[src/uncorePkg.sv]
////////////////////////////////////////
// Uncore shared definitions
////////////////////////////////////////

`default_nettype none

package uncorePkg;

  // bus widths
  localparam int xlen  = 32;
  localparam int addrW = 32;

  // AHB-Lite transfer types, bit 1 set means a real transfer
  typedef enum logic [1:0] {
    transIdle   = 2'b00,
    transBusy   = 2'b01,
    transNonseq = 2'b10,
    transSeq    = 2'b11
  } ahbTransE;

  ////////////////////////////////////////
  // memory map
  ////////////////////////////////////////

  // on-chip RAM, 256 bytes
  localparam logic [addrW-1:0] ramBase  = 32'h8000_0000;
  localparam logic [addrW-1:0] ramRange = 32'h0000_00FF;
  localparam int ramWords = 64;
  localparam int ramIdxW  = $clog2(ramWords);

  // CLINT, 64 KiB window
  localparam logic [addrW-1:0] clintBase  = 32'h0200_0000;
  localparam logic [addrW-1:0] clintRange = 32'h0000_FFFF;

  // CLINT register offsets, high halves sit at offset plus 4
  localparam logic [15:0] msipOff     = 16'h0000;
  localparam logic [15:0] mtimecmpOff = 16'h4000;
  localparam logic [15:0] mtimeOff    = 16'hBFF8;

  // one-hot region select, none keeps the bus alive
  typedef struct packed {
    logic ram;
    logic clint;
    logic none;
  } regionSelT;

endpackage

`default_nettype wire

[src/ahbSlaveIf.sv]
////////////////////////////////////////
// AHB-Lite slave bundle
////////////////////////////////////////

`default_nettype none

interface ahbSlaveIf;

  // address and control, driven by the region select
  logic                          hSel;
  logic [uncorePkg::addrW-1:0]   hAddr;
  logic [2:0]                    hSize;
  logic                          hWrite;
  uncorePkg::ahbTransE           hTrans;
  // write data arrives one cycle after its address
  logic [uncorePkg::xlen-1:0]    hWData;
  // bus-wide ready, tells the slave when an address phase is taken
  logic                          hReadyIn;

  // response from the slave
  logic [uncorePkg::xlen-1:0]    hRData;
  logic                          hReadyOut;
  logic                          hResp;

  // decoder / mux side
  modport master (
    output hSel, hAddr, hSize, hWrite, hTrans, hWData, hReadyIn,
    input  hRData, hReadyOut, hResp
  );

  // peripheral side
  modport slave (
    input  hSel, hAddr, hSize, hWrite, hTrans, hWData, hReadyIn,
    output hRData, hReadyOut, hResp
  );

endinterface

`default_nettype wire

[src/ahbRam.sv]
////////////////////////////////////////
// On-chip RAM slave
////////////////////////////////////////

`default_nettype none

module ahbRam (
  input  logic  HCLK,
  input  logic  rstN,
  ahbSlaveIf.slave bus
);

  // storage, 64 words
  logic [uncorePkg::xlen-1:0] mem [uncorePkg::ramWords];

  // address phase taken this cycle
  logic accept;
  // captured address-phase fields
  logic [uncorePkg::ramIdxW-1:0] wordIdxD;
  logic [1:0] byteOffD;
  logic [2:0] sizeD;
  logic writeD;
  // byte lanes touched by the pending write
  logic [3:0] laneEn;

  // only NONSEQ and SEQ carry a transfer
  assign accept = bus.hSel && bus.hReadyIn &&
                  (bus.hTrans == uncorePkg::transNonseq ||
                   bus.hTrans == uncorePkg::transSeq);

  ////////////////////////////////////////
  // address phase
  ////////////////////////////////////////

  // pending-write flag, cleared when nothing is accepted
  always_ff @(posedge HCLK or negedge rstN) begin
    if (!rstN) begin
      writeD <= 1'b0;
    end else if (bus.hReadyIn) begin
      writeD <= accept & bus.hWrite;
    end
  end

  // address fields, only meaningful while writeD or a read is in flight
  always_ff @(posedge HCLK) begin
    if (accept) begin
      wordIdxD <= bus.hAddr[uncorePkg::ramIdxW+1:2];
      byteOffD <= bus.hAddr[1:0];
      sizeD    <= bus.hSize;
    end
  end

  ////////////////////////////////////////
  // data phase
  ////////////////////////////////////////

  // lane rule: byte picks one lane, halfword picks a pair
  always_comb begin
    case (sizeD)
      3'd0:    laneEn = 4'b0001 << byteOffD;
      3'd1:    laneEn = byteOffD[1] ? 4'b1100 : 4'b0011;
      default: laneEn = 4'b1111;
    endcase
  end

  // write lands at the end of the data phase
  always_ff @(posedge HCLK) begin
    if (writeD && bus.hReadyIn) begin
      for (int i = 0; i < 4; i++) begin
        if (laneEn[i]) begin
          mem[wordIdxD][8*i +: 8] <= bus.hWData[8*i +: 8];
        end
      end
    end
  end

  // full word out, subword extraction is left to the master
  assign bus.hRData = mem[wordIdxD];

  // zero wait states, never errors
  assign bus.hReadyOut = 1'b1;
  assign bus.hResp     = 1'b0;

endmodule

`default_nettype wire

[src/ahbRegionSelect.sv]
////////////////////////////////////////
// AHB-Lite decode and response mux
////////////////////////////////////////

`default_nettype none

module ahbRegionSelect (
  input  logic                         HCLK,
  input  logic                         rstN,
  // bus from the core
  input  logic [uncorePkg::addrW-1:0]  hAddr,
  input  logic [2:0]                   hSize,
  input  logic                         hWrite,
  input  uncorePkg::ahbTransE          hTrans,
  input  logic [uncorePkg::xlen-1:0]   hWData,
  output logic [uncorePkg::xlen-1:0]   hRData,
  output logic                         hReady,
  output logic                         hResp,
  // per-slave bundles
  ahbSlaveIf.master                    ramBus,
  ahbSlaveIf.master                    clintBus
);

  // address-phase decode
  uncorePkg::regionSelT sel;
  // same decode, held for the data phase
  uncorePkg::regionSelT selD;

  ////////////////////////////////////////
  // address decode
  ////////////////////////////////////////

  // a region hits when the bits above its mask equal the base
  always_comb begin
    sel.ram   = (hAddr & ~uncorePkg::ramRange) == uncorePkg::ramBase;
    sel.clint = (hAddr & ~uncorePkg::clintRange) == uncorePkg::clintBase;
    // unmapped, answered here with an OKAY
    sel.none  = ~(sel.ram | sel.clint);
  end

  ////////////////////////////////////////
  // fan out to the slaves
  ////////////////////////////////////////

  // RAM bundle
  assign ramBus.hSel     = sel.ram;
  assign ramBus.hAddr    = hAddr;
  assign ramBus.hSize    = hSize;
  assign ramBus.hWrite   = hWrite;
  assign ramBus.hTrans   = hTrans;
  assign ramBus.hWData   = hWData;
  assign ramBus.hReadyIn = hReady;

  // CLINT bundle
  assign clintBus.hSel     = sel.clint;
  assign clintBus.hAddr    = hAddr;
  assign clintBus.hSize    = hSize;
  assign clintBus.hWrite   = hWrite;
  assign clintBus.hTrans   = hTrans;
  assign clintBus.hWData   = hWData;
  assign clintBus.hReadyIn = hReady;

  ////////////////////////////////////////
  // data-phase select
  ////////////////////////////////////////

  // address phase to data phase delay, only advances with the bus
  // reset to none so the bus comes up ready
  always_ff @(posedge HCLK or negedge rstN) begin
    if (!rstN) begin
      selD <= '{ram: 1'b0, clint: 1'b0, none: 1'b1};
    end else if (hReady) begin
      selD <= sel;
    end
  end

  ////////////////////////////////////////
  // response mux
  ////////////////////////////////////////

  // selD is one-hot so an AND-OR is enough
  assign hRData = ({uncorePkg::xlen{selD.ram}}   & ramBus.hRData) |
                  ({uncorePkg::xlen{selD.clint}} & clintBus.hRData);

  // unmapped data phase finishes at once
  assign hReady = (selD.ram   & ramBus.hReadyOut) |
                  (selD.clint & clintBus.hReadyOut) |
                  selD.none;

  // no error for unmapped space
  assign hResp = (selD.ram   & ramBus.hResp) |
                 (selD.clint & clintBus.hResp);

endmodule

`default_nettype wire

[src/clint.sv]
////////////////////////////////////////
// Core-local interruptor
////////////////////////////////////////

`default_nettype none

module clint (
  input  logic        HCLK,
  input  logic        rstN,
  ahbSlaveIf.slave    bus,
  output logic        timerIntM,
  output logic        swIntM,
  output logic [63:0] mtime
);

  // two-cycle error response
  typedef enum logic [1:0] {
    errIdle,
    errFirst,
    errSecond
  } errStateE;

  errStateE errState;
  logic accept;
  logic offOk;
  // captured address phase
  logic [15:0] offD;
  logic writeD;
  // registers
  logic        msip;
  logic [63:0] mtimecmp;
  // per-register write strobes for the data phase
  logic wrMsip;
  logic wrCmpLo;
  logic wrCmpHi;
  logic wrTimeLo;
  logic wrTimeHi;

  assign accept = bus.hSel && bus.hReadyIn &&
                  (bus.hTrans == uncorePkg::transNonseq ||
                   bus.hTrans == uncorePkg::transSeq);

  // implemented offsets, anything else in the window errors
  always_comb begin
    case (bus.hAddr[15:0])
      uncorePkg::msipOff,
      uncorePkg::mtimecmpOff, uncorePkg::mtimecmpOff + 16'd4,
      uncorePkg::mtimeOff, uncorePkg::mtimeOff + 16'd4: offOk = 1'b1;
      default: offOk = 1'b0;
    endcase
  end

  ////////////////////////////////////////
  // address phase
  ////////////////////////////////////////

  // a bad offset never sets writeD, so nothing changes while erroring
  always_ff @(posedge HCLK or negedge rstN) begin
    if (!rstN) begin
      writeD <= 1'b0;
    end else if (bus.hReadyIn) begin
      writeD <= accept & bus.hWrite & offOk;
    end
  end

  always_ff @(posedge HCLK) begin
    if (accept) begin
      offD <= bus.hAddr[15:0];
    end
  end

  // error FSM
  // first data cycle stalls the bus, second one completes it
  always_ff @(posedge HCLK or negedge rstN) begin
    if (!rstN) begin
      errState <= errIdle;
    end else begin
      case (errState)
        errFirst: errState <= errSecond;
        default:  errState <= (accept && !offOk) ? errFirst : errIdle;
      endcase
    end
  end

  assign bus.hReadyOut = (errState != errFirst);
  assign bus.hResp     = (errState != errIdle);

  ////////////////////////////////////////
  // registers
  ////////////////////////////////////////

  always_comb begin
    wrMsip   = writeD && offD == uncorePkg::msipOff;
    wrCmpLo  = writeD && offD == uncorePkg::mtimecmpOff;
    wrCmpHi  = writeD && offD == uncorePkg::mtimecmpOff + 16'd4;
    wrTimeLo = writeD && offD == uncorePkg::mtimeOff;
    wrTimeHi = writeD && offD == uncorePkg::mtimeOff + 16'd4;
  end

  // only bit 0 of msip exists
  // mtimecmp comes up all ones so no timer interrupt fires after reset
  always_ff @(posedge HCLK or negedge rstN) begin
    if (!rstN) begin
      msip     <= 1'b0;
      mtimecmp <= '1;
      mtime    <= '0;
    end else begin
      if (wrMsip) msip <= bus.hWData[0];
      if (wrCmpLo) mtimecmp[31:0] <= bus.hWData;
      if (wrCmpHi) mtimecmp[63:32] <= bus.hWData;
      // mtime counts HCLK, a write takes the place of the increment
      if (wrTimeLo) begin
        mtime[31:0] <= bus.hWData;
      end else if (wrTimeHi) begin
        mtime[63:32] <= bus.hWData;
      end else begin
        mtime <= mtime + 64'd1;
      end
    end
  end

  // read mux, unimplemented offsets read as zero
  always_comb begin
    case (offD)
      uncorePkg::msipOff:             bus.hRData = {31'd0, msip};
      uncorePkg::mtimecmpOff:         bus.hRData = mtimecmp[31:0];
      uncorePkg::mtimecmpOff + 16'd4: bus.hRData = mtimecmp[63:32];
      uncorePkg::mtimeOff:            bus.hRData = mtime[31:0];
      uncorePkg::mtimeOff + 16'd4:    bus.hRData = mtime[63:32];
      default:                        bus.hRData = '0;
    endcase
  end

  ////////////////////////////////////////
  // interrupts
  ////////////////////////////////////////

  assign timerIntM = (mtime >= mtimecmp);
  assign swIntM    = msip;

endmodule

`default_nettype wire

[src/uncore.sv]
////////////////////////////////////////
// Uncore top level
////////////////////////////////////////

`default_nettype none

module uncore (
  input  logic                         HCLK,
  input  logic                         rstN,
  // AHB-Lite bus from the core
  input  logic [uncorePkg::addrW-1:0]  hAddr,
  input  logic [2:0]                   hSize,
  input  logic                         hWrite,
  input  uncorePkg::ahbTransE          hTrans,
  input  logic [uncorePkg::xlen-1:0]   hWData,
  output logic [uncorePkg::xlen-1:0]   hRData,
  output logic                         hReady,
  output logic                         hResp,
  // interrupts and time to the core
  output logic                         timerIntM,
  output logic                         swIntM,
  output logic [63:0]                  mtime
);

  // one bundle per slave
  ahbSlaveIf ramBus ();
  ahbSlaveIf clintBus ();

  // decode, data-phase select and response mux
  ahbRegionSelect regionSel (
    .HCLK     (HCLK),
    .rstN     (rstN),
    .hAddr    (hAddr),
    .hSize    (hSize),
    .hWrite   (hWrite),
    .hTrans   (hTrans),
    .hWData   (hWData),
    .hRData   (hRData),
    .hReady   (hReady),
    .hResp    (hResp),
    .ramBus   (ramBus),
    .clintBus (clintBus)
  );

  // 64-word RAM at ramBase
  ahbRam ram (
    .HCLK (HCLK),
    .rstN (rstN),
    .bus  (ramBus)
  );

  // timer and software interrupt
  clint clint (
    .HCLK      (HCLK),
    .rstN      (rstN),
    .bus       (clintBus),
    .timerIntM (timerIntM),
    .swIntM    (swIntM),
    .mtime     (mtime)
  );

endmodule

`default_nettype wire

[config.mk]
export PLATFORM = sky130hd
export DESIGN_NAME = uncore
export DESIGN_NICKNAME = d
export VERILOG_FILES = /design/src/uncorePkg.sv /design/src/ahbSlaveIf.sv /design/src/ahbRam.sv /design/src/ahbRegionSelect.sv /design/src/clint.sv /design/src/uncore.sv
export SDC_FILE = /design/constraint.sdc
export NUM_CORES = 2
export LEC_CHECK = 0
export BUFFER_PORTS_ARGS = -buffer_cell sky130_fd_sc_hd__buf_2
export CAP_MARGIN = 20
export CORE_MARGIN = 2
export CORE_UTILIZATION = 65
export CTS_BUF_LIST = sky130_fd_sc_hd__clkbuf_8
export DETAILED_ROUTE_END_ITERATION = 6
export HOLD_SLACK_MARGIN = 0.05
export PLACE_DENSITY_LB_ADDON = 0.15
export SLEW_MARGIN = 20
export SYNTH_ARGS = -nofsm -noshare
export SYNTH_HDL_FRONTEND = slang
export SYNTH_SLANG_ARGS = --single-unit
export TNS_END_PERCENT = 1
[constraint.sdc]
create_clock -name HCLK -period 3 [get_ports HCLK]
set_input_delay 0.45 -clock HCLK [delete_from_list [all_inputs] [get_ports HCLK]]
set_output_delay 0.45 -clock HCLK [all_outputs]
set_load 0.005 [all_outputs]
==> impl_metrics.json <==
{
  "status": "finished with violations",
  "violations": "DRC, setup timing",
  "vias": 52100,
  "finClkSkew_ns": 0.0633,
  "overflow": 0,
  "cts_sinks": 2217,
  "cp.required_ns": 2.55,
  "drc_errors": 11,
  "drive_above_1_share_pct": 35.1,
  "core_area_sq_um": 137000,
  "hpwl_um": 170000,
  "ys.flop_type": "edfxtp_1",
  "fin_cells": 7579,
  "cap_violations": 0,
  "yosys_warnings": 0,
  "dieHeight_um": 376,
  "worstPathMaxFanout": 15,
  "finalMaxSlewViolations": 0,
  "wl_per_cell_um": 33.0,
  "cts_inserted_buffers": 356,
  "syn-cell-area_sq_um": 89700,
  "synth_top_area_cell": "edfxtp_1",
  "worstHoldPathType": "input port to async pin",
  "portBuffers": 170,
  "setup_ws_ns": -1.27,
  "ctsHtreeMaxLevel": 5,
  "place_inst": 6910,
  "ys_top_cells_by_area": "edfxtp_1, mux4_2, dfrtp_1",
  "slew-limit-headroom_pct": 24.3,
  "clk_latency_ns": 1.01,
  "drt_iter0_drc": 7890,
  "whs_ns": 0.106,
  "cts_tree": "built",
  "power_mw": 59.1,
  "clock_path_buffers": 4,
  "place_ws_ns": -0.500,
  "synthDistinctLibCells": 75,
  "grt_pass1_wl_um": 355000,
  "fmax_mhz": 234,
  "setup_viol": 33,
  "fill_cells": 7497,
  "die_width_um": 376,
  "layout_common_cells": "edfxtp_1, mux4_2, buf_4",
  "synth_nets": 4767,
  "synth_top_area_share_pct": 69.4,
  "async_flop_share_pct": 6.13,
  "nNetsFinal": 5690,
  "endpoint_kind": "primary output",
  "seq_area_frac_synth_pct": 73.5,
  "wl_um": 250000,
  "antenna_found_initial": 3,
  "grt_setup_unrepaired": "true",
  "gp_congestion": 0.967,
  "ant_nets": 0,
  "finalCriticalPeriod_ns": 4.27,
  "clkSlewWorstSetupHoldPaths_ns": 0.07,
  "ir_drop_v": 0.000474,
  "grt_pass1_vias": 51100,
  "start_util_pct": 65.3,
  "via_per_inst": 6.87,
  "synthCells": 4630,
  "ioPinCount": 172,
  "leakage_nw": 35.4,
  "grt_max_degree": 88,
  "worstMarginPinSlew_ns": 1.13,
  "startpoint_type": "register",
  "syn_to_final_growth_pct": 16.6,
  "avgSynthCellArea_sq_um": 19.4,
  "powerDensity_nw_per_um2": 565,
  "synth_edf_count": 2075,
  "drt_pass1_iterations": 7,
  "root_buffer": "clkbuf_8",
  "grt_usage_pct": 35.8,
  "worstPathArrival_ns": 3.82,
  "hold_viol": 0,
  "post-route-period-util_pct": 142,
  "final_common_cell": "edfxtp_1",
  "rows": 136,
  "critPathKind": "register to primary output",
  "ys_ff_latch": 2217,
  "die_area_sq_um": 141000
}
cell usage after synthesis (31+ instances only):
library cell	number
nand4_1	34
a222oi_1	31
inv_1	85
nand3_1	33
mux2_2	104
buf_2	75
mux2i_1	80
ha_1	65
a211oi_1	50
edfxtp_1	2075
o22ai_1	36
clkbuf_1	114
mux4_2	559
dfstp_2	65
o21ai_0	61
nand2_1	178
nor2b_1	34
buf_1	36
nor2_1	368
nor3_1	46
a22oi_1	40
a21oi_1	86
dfrtp_1	71
power by group:
| part | switching [mW] | internal, mW | leakage (nW) |
|---|---|---|---|
| registers | 0.154 | 34.0 | 20.2 |
| clock network | 11.5 | 12.0 | 3.54 |
| logic | 0.999 | 0.478 | 11.7 |
layer usage:
metal / global-route usage (%) / vias to the layer above / share of wire [%]
met5: 0 / - / 0.0052
met4: 17.9 / 2 / 5.6
met3: 8.33 / 693 / 12
met2: 54.1 / 3948 / 46
met1: 50.1 / 26500 / 36
li1: - / 20900 / -
flip-flops by register name, indices dropped and copies added (netlist names), named ones only:
register        flops
clint.writeD        1
ram.mem          2048
regionSel.selD      3
clint.mtimecmp     64
clint.offD         16
clint.errState      2
ram.byteOffD        2
clint.swIntM        1
ram.wordIdxD        6
clint.mtime        64
ram.sizeD           3
ram.writeD          1
worst paths after layout:
check,start,endpoint,slack [ns],depth (start not counted)
max in group asynchronous,rstN,clint.mtimecmp[12],2.02,3
max,register,hRData[26],-1.27,8
min reg2reg,clint.errState[0],clint.errState[1],0.59,2
min in group HCLK,hWData[4],ram.mem[51][4],0.14,1
min,rstN,clint.mtime[56],0.11,2
max reg2reg,ram.wordIdxD[4],ram.mem[61][8],0.08,3
repair_timing:
item	4_1_cts	5_1_grt
pin swaps	17	24
buffers inserted	5	17
endpoints found under the hold margin	420	404
cloned	5	4
hold buffers	40	10
resized for setup	91	62
setup endpoints to repair	34	33
worst max-delay path, cell delays in order (launching register included):
cell	delay, ns
dfxtp_4	0.39
buf_4	0.14
clkbuf_16	0.19
buf_16	0.19
mux4_2	0.57
mux4_2	0.54
a2bb2oi_4	0.21
o211ai_1	0.30
buf_2	0.25
logic make-up (layout without fill, tap and decap cells):
logic type | Yosys count | after routing | share of synthesized area (%)
other | 0 | 1 | 0
adders and majority gates | 65 | 65 | 0.906
DFF | 2217 | 2217 | 73.5
and+or+nand+nor | 814 | 814 | 4.16
xor gates and xnor gates | 5 | 5 | 0.0488
buffers and inverters | 348 | 1502 | 1.77
AOI/OAI and AO/OA | 438 | 438 | 3.43
muxes | 743 | 743 | 16.2
layout make-up:
class                           instances  area, sq um  share of cell area [%]
Antenna cell                            1         2.50                 0.00239
Timing Repair Buffer                  826         7130                    6.82
Clock buffer                          373         5130                    4.91
Multi-Input combinational cell       2065        22700                    21.7
Clock inverter                        216         1080                    1.03
Tap cell                             1794         2240                    2.15
Inverter                               87          327                   0.312
Sequential cell                      2217        65900                    63.0
stage by stage:
stage / util (%) / area, sq um / TNS [ns]
after floorplan: - / 89700 / 0
after global placement: 70.5 / 96800 / -5.61
after detailed placement: 70.5 / 96800 / -6.14
after CTS: 75.7 / 104000 / -40.86
after global routing: 76.2 / 105000 / -40.19
final: 76.2 / 105000 / -37.88
Power figures use the tool's default switching activity.
